`config.mk`:
```
export PLATFORM = sky130hd
export DESIGN_NAME = cmp_fiber_rx
export DESIGN_NICKNAME = d
export VERILOG_FILES = /design/src/verilog/cmp_rx_pkg.sv /design/src/verilog/frame_aligner.sv /design/src/verilog/frame_assembler.sv /design/src/verilog/link_monitor.sv /design/src/verilog/cmp_fiber_rx.sv
export SDC_FILE = /design/constraint.sdc
export NUM_CORES = 1
export LEC_CHECK = 0
export BUFFER_PORTS_ARGS = -buffer_cell sky130_fd_sc_hd__buf_2
export CAP_MARGIN = 0
export CORE_MARGIN = 3
export CORE_UTILIZATION = 50
export CTS_BUF_LIST = sky130_fd_sc_hd__clkbuf_8
export CTS_CLUSTER_SIZE = 24
export DETAILED_ROUTE_END_ITERATION = 10
export GPL_TIMING_DRIVEN = 0
export PLACE_DENSITY = 0.76
export SLEW_MARGIN = 10
export SYNTH_ARGS = -nofsm -noshare
export SYNTH_HDL_FRONTEND = slang
export SYNTH_SLANG_ARGS = --single-unit
```
`constraint.sdc`:
```
create_clock -name CMP_RX_CLK160 -period 2.9 [get_ports CMP_RX_CLK160]
set_input_delay 0 -clock CMP_RX_CLK160 [delete_from_list [all_inputs] [get_ports CMP_RX_CLK160]]
set_output_delay 0 -clock CMP_RX_CLK160 [all_outputs]
set_load 0.005 [all_outputs]
```
`src/verilog/cmp_rx_pkg.sv`:
```
package cmp_rx_pkg;

  //----------------------------------------------------------------------
  // Link word and frame types
  //----------------------------------------------------------------------
  typedef logic [15:0] rx_word_t;     // One decoded 8b/10b word
  typedef logic [1:0]  ctrl_pair_t;   // Per-byte flags, bit 0 is the low byte
  typedef logic [1:0]  word_idx_t;    // 0 = K word, 1..3 = data
  typedef logic [47:0] frame_data_t;  // {word3, word2, word1}
  typedef logic [15:0] char_cnt_t;    // Character error count
  typedef logic [7:0]  link_cnt_t;    // Link loss count

  // Assembler FSM
  typedef enum logic {
    ASM_IDLE,     // Waiting for a K word
    ASM_COLLECT   // K word seen, data words expected
  } asm_state_t;

  //----------------------------------------------------------------------
  // Frame constants
  //----------------------------------------------------------------------
  localparam ctrl_pair_t K_LOW_ONLY = 2'b01;   // Low byte K, high byte data

  // Bits 4:1 of the K byte, so 1C 3C 5C 7C 9C BC DC FD all pass
  localparam logic [3:0] EOF_MARK_BITS = 4'hE;

  localparam logic [7:0] LTNCY_CHAR = 8'hFC;   // K28.7 flags a latency trigger

  // Counter limits
  localparam char_cnt_t CHAR_CNT_MAX   = 16'hFFFE;
  localparam link_cnt_t LINK_CNT_MAX   = 8'hFE;
  localparam link_cnt_t LINK_BAD_LIMIT = 8'd127;

endpackage

```
`src/verilog/frame_aligner.sv`:
```
`timescale 1ns/10ps

module frame_aligner (
  input  logic                   CMP_RX_CLK160,
  input  logic                   cmp_rx_resetdone,
  input  logic                   ttc_resync,
  input  cmp_rx_pkg::rx_word_t   rx_data,
  input  cmp_rx_pkg::ctrl_pair_t rx_isk,
  input  cmp_rx_pkg::ctrl_pair_t rx_notintable,
  input  cmp_rx_pkg::ctrl_pair_t rx_disperr,
  input  logic                   rx_lossofsync,
  output cmp_rx_pkg::rx_word_t   word,
  output cmp_rx_pkg::ctrl_pair_t word_isk,
  output cmp_rx_pkg::ctrl_pair_t word_notintable,
  output cmp_rx_pkg::ctrl_pair_t word_disperr,
  output logic                   word_los,
  output cmp_rx_pkg::word_idx_t  word_idx,
  output logic                   word_vld
);
  import cmp_rx_pkg::*;

  logic      k_start;    // Frame start on this input word
  logic      in_frame;   // Previous word left data slots open
  word_idx_t idx_nxt;

  assign k_start  = (rx_isk == K_LOW_ONLY);
  assign in_frame = word_vld && (word_idx != 2'd3);
  assign idx_nxt  = k_start ? 2'd0 : word_idx + 2'd1;  // K word restarts the count

  //----------------------------------------------------------------------
  // Position tag
  //----------------------------------------------------------------------
  always_ff @(posedge CMP_RX_CLK160 or negedge cmp_rx_resetdone) begin
    if (!cmp_rx_resetdone) begin
      word_vld <= 1'b0;
      word_idx <= 2'd0;
    end else if (ttc_resync) begin
      word_vld <= 1'b0;       // Drop any open frame
      word_idx <= 2'd0;
    end else begin
      word_vld <= k_start || in_frame;   // Idle words between frames stay untagged
      word_idx <= idx_nxt;
    end
  end

  // Word and flags ride along with the tag
  always_ff @(posedge CMP_RX_CLK160) begin
    word            <= rx_data;
    word_isk        <= rx_isk;
    word_notintable <= rx_notintable;
    word_disperr    <= rx_disperr;
    word_los        <= rx_lossofsync;
  end

  // Data slots only ever step up by one from the previous tagged word
  a_idx_step: assert property (
    @(posedge CMP_RX_CLK160) disable iff (!cmp_rx_resetdone)
    (word_vld && (word_idx != 2'd0)) |->
      ($past(word_vld) && (word_idx == word_idx_t'($past(word_idx) + 2'd1)))
  );

endmodule

```
`src/verilog/frame_assembler.sv`:
```
`timescale 1ns/10ps

module frame_assembler (
  input  logic                    CMP_RX_CLK160,
  input  logic                    cmp_rx_resetdone,
  input  logic                    ttc_resync,
  input  cmp_rx_pkg::rx_word_t    word,
  input  cmp_rx_pkg::ctrl_pair_t  word_isk,
  input  cmp_rx_pkg::ctrl_pair_t  word_notintable,
  input  logic                    word_los,
  input  cmp_rx_pkg::word_idx_t   word_idx,
  input  logic                    word_vld,
  output cmp_rx_pkg::frame_data_t rcv_data,
  output cmp_rx_pkg::rx_word_t    rcv_kchar,
  output logic                    ltncy_trig,
  output logic [3:1]              nonzero_word,
  output logic                    frame_valid,
  output logic                    frame_end,
  output logic                    frame_good
);
  import cmp_rx_pkg::*;

  asm_state_t state;
  rx_word_t   k_reg;     // K word of the open frame
  rx_word_t   w1_reg;
  rx_word_t   w2_reg;
  logic       frm_ok;    // No fault seen so far in the open frame
  logic       k_in;
  logic       d_in;
  logic       last_in;   // Word 3 of an open frame
  logic       k_ok;
  logic       d_ok;

  assign k_in    = word_vld && (word_idx == 2'd0);
  assign d_in    = word_vld && (word_idx != 2'd0);
  assign last_in = (state == ASM_COLLECT) && d_in && (word_idx == 2'd3);

  // Per-word quality checks
  assign k_ok = (word[4:1] == EOF_MARK_BITS) && (word_notintable == 2'b00) && !word_los;
  assign d_ok = (word_isk == 2'b00) && (word_notintable == 2'b00) && !word_los;

  //----------------------------------------------------------------------
  // Assembler FSM and frame verdict
  //----------------------------------------------------------------------
  always_ff @(posedge CMP_RX_CLK160 or negedge cmp_rx_resetdone) begin
    if (!cmp_rx_resetdone) begin
      state       <= ASM_IDLE;
      frm_ok      <= 1'b0;
      frame_valid <= 1'b0;
      frame_end   <= 1'b0;
      frame_good  <= 1'b0;
      ltncy_trig  <= 1'b0;
    end else if (ttc_resync) begin
      state       <= ASM_IDLE;
      frm_ok      <= 1'b0;
      frame_valid <= 1'b0;
      frame_end   <= 1'b0;
      frame_good  <= 1'b0;
      ltncy_trig  <= 1'b0;
    end else begin
      frame_valid <= 1'b0;   // Pulses
      frame_end   <= 1'b0;
      frame_good  <= 1'b0;
      case (state)
        ASM_IDLE: begin
          if (k_in) begin
            state  <= ASM_COLLECT;
            frm_ok <= k_ok;
          end
        end
        ASM_COLLECT: begin
          if (k_in) begin
            frame_end <= 1'b1;   // Cut short by a new K word, which opens the next frame
            frm_ok    <= k_ok;
          end else if (!word_vld) begin
            frame_end <= 1'b1;   // Cut short by an untagged word
            state     <= ASM_IDLE;
          end else if (last_in) begin
            frame_valid <= 1'b1;
            frame_end   <= 1'b1;
            frame_good  <= frm_ok && d_ok;
            ltncy_trig  <= (k_reg[7:0] == LTNCY_CHAR);
            state       <= ASM_IDLE;
          end else begin
            frm_ok <= frm_ok && d_ok;
          end
        end
        default: state <= ASM_IDLE;
      endcase
    end
  end

  // Word capture, outputs hold until the next complete frame
  always_ff @(posedge CMP_RX_CLK160) begin
    if (k_in) k_reg <= word;
    if (d_in && (word_idx == 2'd1)) w1_reg <= word;
    if (d_in && (word_idx == 2'd2)) w2_reg <= word;
    if (last_in) begin
      rcv_data     <= {word, w2_reg, w1_reg};
      rcv_kchar    <= k_reg;
      nonzero_word <= {|word, |w2_reg, |w1_reg};
    end
  end

  // A finished frame is always word 3 of the previous cycle and also ends the frame
  a_valid_end: assert property (
    @(posedge CMP_RX_CLK160) disable iff (!cmp_rx_resetdone)
    frame_valid |-> (frame_end && $past(word_vld && (word_idx == 2'd3)))
  );

endmodule

```
`src/verilog/link_monitor.sv`:
```
`timescale 1ns/10ps

module link_monitor #(
  parameter int unsigned link_good_frames = 16   // Good frames in a row for link up
) (
  input  logic                   CMP_RX_CLK160,
  input  logic                   cmp_rx_resetdone,
  input  logic                   ttc_resync,
  input  logic                   frame_end,
  input  logic                   frame_good,
  input  logic                   word_vld,
  input  cmp_rx_pkg::ctrl_pair_t word_notintable,
  input  cmp_rx_pkg::ctrl_pair_t word_disperr,
  input  logic                   force_error,
  output logic                   link_good,
  output logic                   link_had_err,
  output logic                   link_bad,
  output cmp_rx_pkg::link_cnt_t  errcount,
  output cmp_rx_pkg::char_cnt_t  notintablecount,
  output cmp_rx_pkg::char_cnt_t  disperrcount
);
  import cmp_rx_pkg::*;

  localparam logic [7:0] GOOD_RUN = 8'(link_good_frames);

  logic [7:0] run_cnt;     // Good frames in a row, stops at GOOD_RUN
  logic [7:0] run_nxt;
  logic       ever_good;   // Link has been up since the last clear
  logic       link_err;    // Sticky link loss
  logic [1:0] fe_sync;     // force_error synchronizer
  logic       fe_dly;
  logic       err_inj;
  logic       link_loss;
  logic [1:0] err_add;     // Loss and injection in one cycle count twice

  function automatic char_cnt_t sat_inc(input char_cnt_t cnt, input logic hit);
    if (hit && (cnt != CHAR_CNT_MAX)) return cnt + 16'd1;
    return cnt;
  endfunction

  always_comb begin
    run_nxt = run_cnt;
    if (frame_end) begin
      if (!frame_good) run_nxt = 8'd0;                         // Any bad frame restarts the run
      else if (run_cnt != GOOD_RUN) run_nxt = run_cnt + 8'd1;
    end
  end

  assign link_good    = (run_cnt == GOOD_RUN);
  assign link_loss    = frame_end && !frame_good && link_good;
  assign err_inj      = fe_dly && !fe_sync[1];           // Falling edge after sync
  assign err_add      = {1'b0, link_loss} + {1'b0, err_inj};
  assign link_had_err = link_err || !ever_good;          // Also high until first link up
  assign link_bad     = (errcount > LINK_BAD_LIMIT);

  //----------------------------------------------------------------------
  // Error injection input, asynchronous to the link
  //----------------------------------------------------------------------
  always_ff @(posedge CMP_RX_CLK160 or negedge cmp_rx_resetdone) begin
    if (!cmp_rx_resetdone) begin
      fe_sync <= 2'b00;
      fe_dly  <= 1'b0;
    end else begin
      fe_sync <= {fe_sync[0], force_error};
      fe_dly  <= fe_sync[1];
    end
  end

  //----------------------------------------------------------------------
  // Link state and counters
  //----------------------------------------------------------------------
  always_ff @(posedge CMP_RX_CLK160 or negedge cmp_rx_resetdone) begin
    if (!cmp_rx_resetdone) begin
      run_cnt         <= 8'd0;
      ever_good       <= 1'b0;
      link_err        <= 1'b0;
      errcount        <= '0;
      notintablecount <= '0;
      disperrcount    <= '0;
    end else if (ttc_resync) begin
      run_cnt         <= 8'd0;
      ever_good       <= 1'b0;
      link_err        <= 1'b0;
      errcount        <= '0;
      notintablecount <= '0;
      disperrcount    <= '0;
    end else begin
      run_cnt <= run_nxt;
      if (run_nxt == GOOD_RUN) ever_good <= 1'b1;
      if (link_loss) link_err <= 1'b1;   // Was up, then dropped
      if (err_add != 2'd0) begin         // Both sources count as a lost link
        if (errcount >= LINK_CNT_MAX - link_cnt_t'(err_add)) begin
          errcount <= LINK_CNT_MAX;
        end else begin
          errcount <= errcount + link_cnt_t'(err_add);
        end
      end
      if (word_vld) begin                // Only words inside a frame count
        notintablecount <= sat_inc(notintablecount, |word_notintable);
        disperrcount    <= sat_inc(disperrcount, |word_disperr);
      end
    end
  end

  a_errcount_sat: assert property (
    @(posedge CMP_RX_CLK160) disable iff (!cmp_rx_resetdone)
    errcount <= LINK_CNT_MAX
  );

endmodule

```
`src/verilog/cmp_fiber_rx.sv`:
```
`timescale 1ns/10ps

module cmp_fiber_rx #(
  parameter int unsigned link_good_frames = 16
) (
  input  logic                    CMP_RX_CLK160,
  input  logic                    cmp_rx_resetdone,
  input  logic                    ttc_resync,
  input  cmp_rx_pkg::rx_word_t    rx_data,
  input  cmp_rx_pkg::ctrl_pair_t  rx_isk,
  input  cmp_rx_pkg::ctrl_pair_t  rx_notintable,
  input  cmp_rx_pkg::ctrl_pair_t  rx_disperr,
  input  logic                    rx_lossofsync,
  input  logic                    force_error,
  output cmp_rx_pkg::frame_data_t rcv_data,
  output cmp_rx_pkg::rx_word_t    rcv_kchar,
  output logic                    ltncy_trig,
  output logic [3:1]              nonzero_word,
  output logic                    frame_valid,
  output logic                    link_good,
  output logic                    link_had_err,
  output logic                    link_bad,
  output cmp_rx_pkg::link_cnt_t   errcount,
  output cmp_rx_pkg::char_cnt_t   notintablecount,
  output cmp_rx_pkg::char_cnt_t   disperrcount
);
  import cmp_rx_pkg::*;

  // Tagged word stream
  rx_word_t   word;
  ctrl_pair_t word_isk;
  ctrl_pair_t word_notintable;
  ctrl_pair_t word_disperr;
  logic       word_los;
  word_idx_t  word_idx;
  logic       word_vld;

  // Frame verdict
  logic frame_end;
  logic frame_good;

  frame_aligner u_aligner (
    .CMP_RX_CLK160    (CMP_RX_CLK160),
    .cmp_rx_resetdone (cmp_rx_resetdone),
    .ttc_resync       (ttc_resync),
    .rx_data          (rx_data),
    .rx_isk           (rx_isk),
    .rx_notintable    (rx_notintable),
    .rx_disperr       (rx_disperr),
    .rx_lossofsync    (rx_lossofsync),
    .word             (word),
    .word_isk         (word_isk),
    .word_notintable  (word_notintable),
    .word_disperr     (word_disperr),
    .word_los         (word_los),
    .word_idx         (word_idx),
    .word_vld         (word_vld)
  );

  frame_assembler u_assembler (
    .CMP_RX_CLK160    (CMP_RX_CLK160),
    .cmp_rx_resetdone (cmp_rx_resetdone),
    .ttc_resync       (ttc_resync),
    .word             (word),
    .word_isk         (word_isk),
    .word_notintable  (word_notintable),
    .word_los         (word_los),
    .word_idx         (word_idx),
    .word_vld         (word_vld),
    .rcv_data         (rcv_data),
    .rcv_kchar        (rcv_kchar),
    .ltncy_trig       (ltncy_trig),
    .nonzero_word     (nonzero_word),
    .frame_valid      (frame_valid),
    .frame_end        (frame_end),
    .frame_good       (frame_good)
  );

  link_monitor #(
    .link_good_frames (link_good_frames)
  ) u_monitor (
    .CMP_RX_CLK160    (CMP_RX_CLK160),
    .cmp_rx_resetdone (cmp_rx_resetdone),
    .ttc_resync       (ttc_resync),
    .frame_end        (frame_end),
    .frame_good       (frame_good),
    .word_vld         (word_vld),
    .word_notintable  (word_notintable),
    .word_disperr     (word_disperr),
    .force_error      (force_error),
    .link_good        (link_good),
    .link_had_err     (link_had_err),
    .link_bad         (link_bad),
    .errcount         (errcount),
    .notintablecount  (notintablecount),
    .disperrcount     (disperrcount)
  );

endmodule

```
==> results of run 1 <==
-- synthesized netlist by cell type, types with 3 or more instances --
cell / number / area (um2)
nor2_1: 52 / 195
clkbuf_1: 8 / 30.0
o21ai_0: 9 / 45.0
and3_1: 3 / 18.8
nand2b_1: 4 / 25.0
o211ai_1: 4 / 30.0
xor2_1: 12 / 105
o2111ai_1: 4 / 35.0
a211oi_1: 8 / 60.1
dfxtp_1: 23 / 460
inv_1: 21 / 78.8
xnor2_1: 19 / 166
a21oi_1: 16 / 80.1
nor4_1: 18 / 113
nand2_1: 14 / 52.6
edfxtp_1: 115 / 3450
and2_1: 4 / 25.0
and4_1: 3 / 26.3
dfrtp_1: 62 / 1550
nand3_1: 15 / 75.1
ha_1: 16 / 200
or3_1: 5 / 31.3
nor3_1: 18 / 90.1
buf_2: 3 / 15.0
nand4_1: 16 / 100
-- through the flow --
stage / setup TNS (ps) / area [um2] / instances
floorplan: 0 / 7640 / 527
global route: -628 / 9360 / 921
CTS: -41.8 / 9290 / 918
finish: -151 / 9360 / 921
global placement: -25930 / 8560 / 849
detailed placement: -1890 / 8580 / 850
-- area by class of cell --
cell class	instances	area, um2
plain buffers	13	63.8
clock buffers	17	234
clock inverters	15	118
fillers	1118	5280
inverters	22	83.8
multi-input cells	290	2080
flip-flops and latches	200	5470
well taps	184	230
repair buffers	180	1090
-- worst max-delay path: stages, from the launching register on --
cell and delay, ps:
dfrtp_1 440, or3_4 400, or2_4 280, nor3_4 200, inv_2 70, ha_4 290, ha_4 200, nand2b_4 140
a221oi_4 310, nor2_2 90, or3_4 380, a21oi_2 140
-- worst max path at each step --
stage,from,endpoint,cells past startpoint
2_1_floorplan,u_monitor.run_cnt[0],u_monitor.errcount[7],14
3_3_place_gp,u_aligner.word_idx[0],u_assembler.rcv_kchar[12],5
3_5_place_dp,u_monitor.run_cnt[0],u_monitor.errcount[0],14
5_1_grt,u_monitor.run_cnt[6],u_monitor.errcount[0],11
6_report,u_monitor.run_cnt[6],u_monitor.errcount[0],11
4_1_cts,u_monitor.run_cnt[2],u_monitor.errcount[0],13
-- cell families (layout without fill, tap and decap cells) --
| kind of cell | Yosys count | in the layout |
|---|---|---|
| buffers and inverters | 37 | 247 |
| DFF | 200 | 200 |
| muxes | 3 | 3 |
| and+or+nand+nor | 173 | 173 |
| xor gates and xnor gates | 31 | 31 |
| AOI/OAI and AO/OA | 66 | 66 |
| adders and majority gates | 17 | 17 |
-- metal layers --
| layer | vias to the layer above | part of all wire [%] |
|---|---|---|
| met5 | - | 0 |
| met4 | 0 | 1.6 |
| met3 | 22 | 5.0 |
| met2 | 173 | 50 |
| met1 | 2480 | 43 |
| li1 | 2353 | - |
-- power by group through the flow --
| stage | logic, uW | clock network [uW] | registers (uW) |
|---|---|---|---|
| 6_report | 178 | 1580 | 3080 |
| 2_1_floorplan | 75.2 | 0 | 3130 |
| 5_1_grt | 199 | 1740 | 3090 |
| 3_5_place_dp | 142 | 0 | 3150 |
| 4_1_cts | 176 | 1610 | 3080 |
| 3_3_place_gp | 136 | 0 | 3140 |
-- what timing repair did --
item / 4_1_cts / 5_1_grt
buffers inserted: 10 / 5
endpoints found under the setup margin: 8 / 8
pin swaps: 7 / 15
hold buffers: 26 / 0
endpoints found under the hold margin: 93 / 0
gates resized for setup: 8 / 11
==> reports/results.ini, run 1 <==
[status]
outcome = finished, violations left
violations = setup timing

[pwr]
seq_power_share_pct = 63.6
totalPowerFinal_uw = 4850
clkPwrFrac_pct = 32.7
peakVddDrop_uv = 266
power.switching_uw = 1110
sw_frac_of_total_pct = 22.9
pwr-share-comb_pct = 3.7
power.density_nw_per_um2 = 518
p_leak_uw = 0.00374
internal_power_uw = 3730

[placement]
numPortBuffers = 138
dp_hpwl_mm = 10.9
gp_congestion = 0.855
dp_slack_ps = -318

[setup_path]
worst_r2r_path_depth = 11
worst_setup_path_end_kind = flip-flop
crit_type = flip-flop to flip-flop
worstPathArrival_ps = 3390
r2r_end = u_monitor.errcount[0]
cp.required_ps = 3290
r2r_slack_ps = -100
critPathLaunchType = flip-flop
crit_fanout = 4
r2r_start = u_monitor.run_cnt[6]

[sta]
drv_slew = 0
slew_headroom_pct = 44.5
tightestPinTransition_ps = 833
fin_ws_ps = -105
post-route-period-util_pct = 104
max_freq_ghz = 0.333
whs_ps = 141
finClkSkew_ps = 12.3
period_needed_ps = 3000
hold_viol = 0
finalSetupViolCount = 4
grt_setup_unrepaired = yes

[routing]
vias = 5028
drt_iter0_markers = 355
detail_route.wl_per_cell_um = 17.0
ant_nets = 0
drt-total-wl_mm = 15.7
route.detailed.drc = 0
firstDrtPassIters = 5
detail_route.vias_per_cell = 5.46

[cts]
cts_tree = yes
cts-htree-levels = 4
cts_buffers = 17
clk_latency_ps = 460
root_buffer = clkbuf_8
clk_pin_slew_ps = 100
cts.path.max_buffers = 2
tritoncts_num_sinks = 200

[flow_run]
cap_violations = 0

[worst_hold_path]
hold_class = input pin to async pin

[floorplan]
die_h_um = 129
rows = 44
initial_core_util_pct = 51.7
pin_count = 139
die_w_um = 129
dieArea_um2 = 16600
core_um2 = 14600

[global_route]
antenna_found_initial = 0
grt_max_degree = 63
track_usage_pct = 18.7
grt_remaining_overflow = 0
gr-usage-met2_pct = 31.4
grt_pass1_vias = 4927
gr-max-usage-layer = met2
use_met3_pct = 3.87
gr-usage-met1_pct = 24.6
grt_pass1_wl_mm = 24.5

[cells_and_area]
final_common_cell = buf_2
final_cell_mix = buf_2 (139), edfxtp_1 (115), dfrtp_1 (61), nor2_1 (51), dlygate4sd3_1 (26)
diodes = 0
top_register = u_assembler.rcv_data
drive_above_1_share_pct = 30.5
synthToLayoutAreaGrowth_pct = 23.7
fin_nets = 768
largest_register_ff_count = 48
utilization_pct = 63.9

[yosys]
synth-simple-area-share_pct = 12.4
synth-adder-area-share_pct = 2.91
syn_inst = 527
async_reset_ff_share_pct = 31.0
syn_area_per_cell_um2 = 14.4
synth-xor-area-share_pct = 3.59
synthMuxAreaShare_pct = 0.413
synth-seq-cells = 200
synth_top_family_by_area = simple AND/OR/NAND/NOR gates
ys.flop_type = edfxtp_1
yosysWarningCount = 0
yosysSeqAreaShare_pct = 72.2
syn_area_um2 = 7570
synth_edf_count = 115
synth_cell_types = 66
synth-compound-area-share_pct = 6.35
synth_nets = 571

Power figures use the tool's default switching activity.
==> run 2, diff against run 1 <==
--- a/config.mk
+++ b/config.mk
@@ -14,6 +14,7 @@
 export DETAILED_ROUTE_END_ITERATION = 10
 export GPL_TIMING_DRIVEN = 0
 export PLACE_DENSITY = 0.76
+export SKIP_LAST_GASP = 1
 export SLEW_MARGIN = 10
 export SYNTH_ARGS = -nofsm -noshare
 export SYNTH_HDL_FRONTEND = slang
==> run 2 against run 1 <==
The flow still finishes with violations (setup timing). Sequential share of layout area increased by 0.12 points. Non-clock buffer count stayed put. Clock power about the same. Die area unchanged. Fmax is 0.41% higher. Sequential cell count is the same. Largest cell class unchanged. Highest routed layer unchanged.
==> reports/results.ini, run 2 (synthesis results as in run 1) <==
[status]
outcome = finished, violations left  ; unchanged
violations = setup timing  ; unchanged

[floorplan]
rows = 44  ; unchanged
dieArea_um2 = 16600  ; unchanged
initial_core_util_pct = 51.7  ; unchanged
die_w_um = 129  ; unchanged
die_h_um = 129  ; unchanged
pin_count = 139  ; unchanged
core_um2 = 14600  ; unchanged

[cts]
cts_buffers = 17  ; unchanged
cts.path.max_buffers = 2  ; unchanged
cts_tree = yes  ; unchanged
tritoncts_num_sinks = 200  ; unchanged
cts-htree-levels = 4  ; unchanged
clk_latency_ps = 450  ; was 460 ps
clk_pin_slew_ps = 100  ; about the same
root_buffer = clkbuf_8  ; unchanged

[cells_and_area]
top_register = u_assembler.rcv_data  ; unchanged
multi_input_area_um2 = 2060  ; was 2080 um2
postLayoutCellArea_um2 = 9340  ; was 9360 um2
final_cells = 921  ; unchanged
drive_above_1_share_pct = 30.5  ; unchanged
fin_nets = 768  ; unchanged
final_cell_mix = buf_2 (139), edfxtp_1 (115), dfrtp_1 (61), nor2_1 (51), dlygate4sd3_1 (26)  ; unchanged
n_fill_cell = 1121  ; was 1118
register_area_um2 = 5470  ; unchanged
diodes = 0  ; unchanged
final_common_cell = buf_2  ; unchanged
largest_register_ff_count = 48  ; unchanged
synthToLayoutAreaGrowth_pct = 23.5  ; was 23.7%

[sta]
post-route-period-util_pct = 103  ; was 104%
grt_setup_unrepaired = yes  ; unchanged
finalSetupViolCount = 2  ; was 4
fin_ws_ps = -92.3  ; was -105 ps
hold_viol = 0  ; unchanged
max_freq_ghz = 0.334  ; was 0.333 GHz
drv_slew = 0  ; unchanged
tightestPinTransition_ps = 823  ; was 833 ps
finClkSkew_ps = 13.7  ; was 12.3 ps
period_needed_ps = 2990  ; was 3000 ps
slew_headroom_pct = 45.2  ; was 44.5%

[placement]
dp_hpwl_mm = 10.9  ; unchanged
numPortBuffers = 138  ; unchanged
placedCellCount = 850  ; unchanged
gp_congestion = 0.855  ; unchanged
placed_area_um2 = 8580  ; unchanged

[worst_hold_path]
hold_class = input pin to async pin  ; unchanged

[setup_path]
cp.required_ps = 3280  ; was 3290 ps
crit_path_cell_trace = or3_4 > or2_4 > nor3_4 > inv_2 > ha_4 > ha_4 > nand2b_4 > a221oi_4 > nor2_2 > or3_4 > a21oi_2  ; unchanged
crit_type = flip-flop to flip-flop  ; unchanged
worstPathArrival_ps = 3370  ; was 3390 ps
r2r_slack_ps = -90  ; was -100 ps
cp_slowest_cell = dfrtp_1  ; unchanged
crit_fanout = 4  ; unchanged
cp_num_buf_inv = 1  ; unchanged
cp_slowest_stage_delay_ps = 430  ; was 440 ps
cp_top_family = simple AND/OR/NAND/NOR gates  ; unchanged
critPathLaunchType = flip-flop  ; unchanged
worst_setup_path_end_kind = flip-flop  ; unchanged

[pwr]
peakVddDrop_uv = 260  ; was 266 uV
power.density_nw_per_um2 = 518  ; about the same
p_leak_uw = 0.00372  ; was 0.00374 uW

[global_route]
grt_remaining_overflow = 0  ; unchanged
grt_pass1_wl_mm = 24.5  ; unchanged
track_usage_pct = 18.7  ; unchanged
grt_max_degree = 63  ; unchanged
grt_pass1_vias = 4927  ; unchanged
antenna_found_initial = 0  ; unchanged

[routing]
vias = 4995  ; was 5028
detail_route.wl_per_cell_um = 16.9  ; was 17.0 um
route.detailed.drc = 0  ; unchanged
detail_route.vias_per_cell = 5.42  ; was 5.46
firstDrtPassIters = 6  ; was 5
ant_nets = 0  ; unchanged
drt_iter0_markers = 342  ; was 355
drt-total-wl_mm = 15.5  ; was 15.7 mm

[flow_run]
cap_violations = 0  ; unchanged

==> run 2: per-layer routing <==
metal / GRT usage [%] / wire, um / vias up
li1: - / - / 2356
met1: 24.6 / 6760 / 2455
met2: 31.4 / 7750 / 161
met3: 3.87 / 765 / 23
met4: 5.99 / 267 / 0
met5: 0 / 0 / -
==> run 2: worst reg2reg max path: stages, from the launching register on <==
cell and delay, ps:
dfrtp_1 430, or3_4 390, or2_4 280, nor3_4 210, inv_2 70, ha_4 290
ha_4 200, nand2b_4 140, a221oi_4 310, nor2_2 90, or3_4 380, a21oi_2 140
==> run 2: layout make-up <==
cell class | count | share of cell area, %
plain buffers | 13 | 0.683
clock buffers | 17 | 2.50
clock inverters | 15 | 1.26
inverters | 22 | 0.897
multi-input cells | 290 | 22.1
flip-flops and latches | 200 | 58.5
well taps | 184 | 2.46
repair buffers | 180 | 11.6
==> run 2: path summary, 6_finish.rpt <==
check / depth (start not counted) / startpoint / to
worst max-delay path: 11 / u_monitor.run_cnt[6] / u_monitor.errcount[0]
worst min-delay path: 2 / cmp_rx_resetdone / u_monitor.notintablecount[9]
worst max register to register: 11 / u_monitor.run_cnt[6] / u_monitor.errcount[0]
worst min register to register: 0 / u_monitor.fe_sync[0] / u_monitor.fe_sync[1]
max in group asynchronous: 2 / cmp_rx_resetdone / u_monitor.run_cnt[0]
min in group CMP_RX_CLK160: 2 / rx_data[9] / u_aligner.word[9]
==> run 2: power by group <==
| part | switching, uW | internal, uW | total (uW) | leakage (uW) |
|---|---|---|---|---|
| Clock | 971 | 613 | 1580 | 0.000182 |
| Sequential | 39.3 | 3040 | 3080 | 0.00208 |
| Combinational | 98.1 | 78.8 | 177 | 0.00146 |
| Total | 1110 | 3730 | 4840 | 0.00372 |
==> run 2: what timing repair did <==
item / in CTS / in global routing
hold buffers: 26 / 0
cloned: 0 / 0
endpoints found under the hold margin: 93 / 0
pin swaps: 7 / 15
setup endpoints to repair: 8 / 8
gates resized for setup: 8 / 9
buffers inserted: 10 / 5
==> run 2: stage by stage <==
step	total power (uW)	hold WS (ps)	setup TNS [ps]	utilization, %	setup slack [ps]
final	4840	147	-115	63.8	-92.3
after global routing	5020	138	-704	63.8	-174
after CTS	4870	155	-41.8	63.4	-41.8
after detailed placement	3290	104	-1890	58.6	-318
after global placement	3280	103	-25930	58.4	-372
after floorplan	3210	-296	0	-	8.51
==> run 3, diff against run 2 <==
--- a/config.mk
+++ b/config.mk
@@ -13,7 +13,7 @@
 export CTS_CLUSTER_SIZE = 24
 export DETAILED_ROUTE_END_ITERATION = 10
 export GPL_TIMING_DRIVEN = 0
-export PLACE_DENSITY = 0.76
+export PLACE_DENSITY = 0.73
 export SKIP_LAST_GASP = 1
 export SLEW_MARGIN = 10
 export SYNTH_ARGS = -nofsm -noshare
==> constraint.sdc (replaced) <==
create_clock -name CMP_RX_CLK160 -period 3.3 [get_ports CMP_RX_CLK160]
set_input_delay 0 -clock CMP_RX_CLK160 [delete_from_list [all_inputs] [get_ports CMP_RX_CLK160]]
set_output_delay 0 -clock CMP_RX_CLK160 [all_outputs]
set_load 0.005 [all_outputs]
==> run 3 against run 2 <==
The run now ends clean. Sequential cell count unchanged. Clock skew down 2.3 ps. Hold slack better by 26 ps. Sequential power down 12%. Wire length down 2.4%. Critical endpoint unchanged. Global-route usage down 0.31 points. Highest routed layer unchanged. Die area unchanged. Register-to-register slack better by 310 ps. Non-clock buffer count down 10. Fmax down 3.0%. Largest power group unchanged.
==> reports/results.ini, run 3 (synthesis results as in run 1) <==
[placement]
dp_slack_ps = -351  ; was -318 ps
gp_congestion = 0.853  ; was 0.855
dp_hpwl_mm = 10.6  ; was 10.9 mm
placedCellCount = 850  ; unchanged
numPortBuffers = 138  ; unchanged

[floorplan]
initial_core_util_pct = 51.7  ; unchanged
dieArea_um2 = 16600  ; unchanged
core_um2 = 14600  ; unchanged
die_w_um = 129  ; unchanged
die_h_um = 129  ; unchanged
pin_count = 139  ; unchanged
rows = 44  ; unchanged

[cells_and_area]
final_cells = 911  ; was 921
final_cell_mix = buf_2 (139), edfxtp_1 (115), dfrtp_1 (59), nor2_1 (51), dlygate4sd3_1 (26)  ; was buf_2 (139), edfxtp_1 (115), dfrtp_1 (61), nor2_1 (51), dlygate4sd3_1 (26)
top_register = u_assembler.rcv_data  ; unchanged
fin_nets = 758  ; was 768
diodes = 0  ; unchanged
utilization_pct = 63.0  ; was 63.8%
n_fill_cell = 1088  ; was 1121
drive_above_1_share_pct = 28.1  ; was 30.5%
synthToLayoutAreaGrowth_pct = 22.0  ; was 23.5%
largest_register_ff_count = 48  ; unchanged
final_common_cell = buf_2  ; unchanged

[sta]
finClkSkew_ps = 11.4  ; was 13.7 ps
period_needed_ps = 3080  ; was 2990 ps
fin_ws_ps = 215  ; was -92.3 ps
post-route-period-util_pct = 93.5  ; was 103%
max_freq_ghz = 0.324  ; was 0.334 GHz
slew_headroom_pct = 45.3  ; was 45.2%
finalSetupViolCount = 0  ; was 2
grt_setup_unrepaired = no  ; was yes
drv_slew = 0  ; unchanged
whs_ps = 173  ; was 147 ps
tightestPinTransition_ps = 820  ; was 823 ps
tns_ps = 0  ; was -115 ps
hold_viol = 0  ; unchanged

[pwr]
seq_power_share_pct = 62.5  ; was 63.7%
clkPwrFrac_pct = 34.2  ; was 32.7%
power.density_nw_per_um2 = 470  ; was 518 nW/um2
internal_power_uw = 3360  ; was 3730 uW
sw_frac_of_total_pct = 22.6  ; was 22.9%
p_leak_uw = 0.00366  ; was 0.00372 uW
pwr-share-comb_pct = 3.3  ; was 3.7%
power.switching_uw = 979  ; was 1110 uW
peakVddDrop_uv = 228  ; was 260 uV

[routing]
vias = 4910  ; was 4995
ant_nets = 0  ; unchanged
drt-total-wl_mm = 15.2  ; was 15.5 mm
route.detailed.drc = 0  ; unchanged
detail_route.vias_per_cell = 5.39  ; was 5.42
detail_route.wl_per_cell_um = 16.6  ; was 16.9 um
drt_iter0_markers = 374  ; was 342
firstDrtPassIters = 4  ; was 6

[setup_path]
worstPathArrival_ps = 3460  ; was 3370 ps
cp.required_ps = 3680  ; was 3280 ps
crit_fanout = 10  ; was 4
critPathLaunchType = flip-flop  ; unchanged
worst_setup_path_end_kind = flip-flop  ; unchanged
crit_type = flip-flop to flip-flop  ; unchanged

[global_route]
grt_pass1_wl_mm = 24.1  ; was 24.5 mm
antenna_found_initial = 0  ; unchanged
track_usage_pct = 18.4  ; was 18.7%
grt_remaining_overflow = 0  ; unchanged
grt_pass1_vias = 4739  ; was 4927
grt_max_degree = 63  ; unchanged

[cts]
cts_tree = yes  ; unchanged
cts.path.max_buffers = 2  ; unchanged
root_buffer = clkbuf_8  ; unchanged
tritoncts_num_sinks = 200  ; unchanged
clk_pin_slew_ps = 100  ; about the same
cts_buffers = 17  ; unchanged
cts-htree-levels = 4  ; unchanged
clk_latency_ps = 460  ; was 450 ps

[flow_run]
cap_violations = 0  ; unchanged

[worst_hold_path]
hold_class = input pin to async pin  ; unchanged

[status]
outcome = completed  ; was finished, violations left

-- run 3: worst paths after layout --
path | endpoint | cells after the start | slack [ps] | from
min in group CMP_RX_CLK160 | u_aligner.word[14] | 2 | 170 | rx_data[14]
max reg2reg | u_monitor.errcount[0] | 12 | 220 | u_monitor.run_cnt[2]
max | u_monitor.errcount[0] | 12 | 220 | u_monitor.run_cnt[2]
min | u_monitor.notintablecount[10] | 2 | 170 | cmp_rx_resetdone
max in group asynchronous | u_monitor.run_cnt[1] | 2 | 2570 | cmp_rx_resetdone
min reg2reg | u_monitor.fe_sync[1] | 0 | 360 | u_monitor.fe_sync[0]
-- run 3: repair_timing --
action	4_1_cts	5_1_grt
buffers inserted	1	3
setup endpoints to repair	8	5
pin swaps	1	3
hold buffers	26	0
hold endpoints to repair	94	0
gates resized for setup	8	3
-- run 3: final cells by class --
| type | count | area (um2) | share of cell area [%] |
|---|---|---|---|
| sequential | 200 | 5470 | 59.2 |
| multi-input combinational | 290 | 1990 | 21.5 |
| timing repair buffer | 169 | 1000 | 10.9 |
| clock buffer | 17 | 234 | 2.53 |
| tap | 184 | 230 | 2.49 |
| clock inverter | 15 | 150 | 1.63 |
| inverter | 22 | 82.6 | 0.895 |
| buffer | 14 | 75.1 | 0.813 |
-- run 3: per-layer routing --
| metal | wire length (um) | vias to the layer above | GRT usage (%) | part of all wire (%) |
|---|---|---|---|---|
| met5 | 0 | - | 0 | 0 |
| met4 | 126 | 0 | 5.74 | 0.83 |
| met3 | 822 | 11 | 4.16 | 5.4 |
| met2 | 7550 | 155 | 30.2 | 50 |
| met1 | 6670 | 2400 | 24.8 | 44 |
| li1 | - | 2344 | - | - |
-- run 3: critical path, stage by stage (launching register included) --
cell and delay, ps:
dfrtp_1 380, buf_6 140, or3_4 340, or2_4 280, nor3_4 220, inv_2 70, ha_4 260, ha_1 280
nand2b_1 180, a221oi_4 300, nor2_2 100, or3_1 310, a21oi_1 140
-- run 3: power by group through the flow --
stage	logic, uW	clock network [uW]	registers, uW
finish	145	1480	2710
global route	163	1620	2720
CTS	148	1520	2710
detailed placement	116	0	2770
global placement	111	0	2760
floorplan	57.6	0	2750
-- run 3: per-stage QoR --
stage / total power [uW] / instance area [um2]
after global placement: 2870 / 8490
final: 4340 / 9230
after CTS: 4380 / 9210
after global routing: 4500 / 9230
after detailed placement: 2880 / 8510
after floorplan: 2810 / 7570
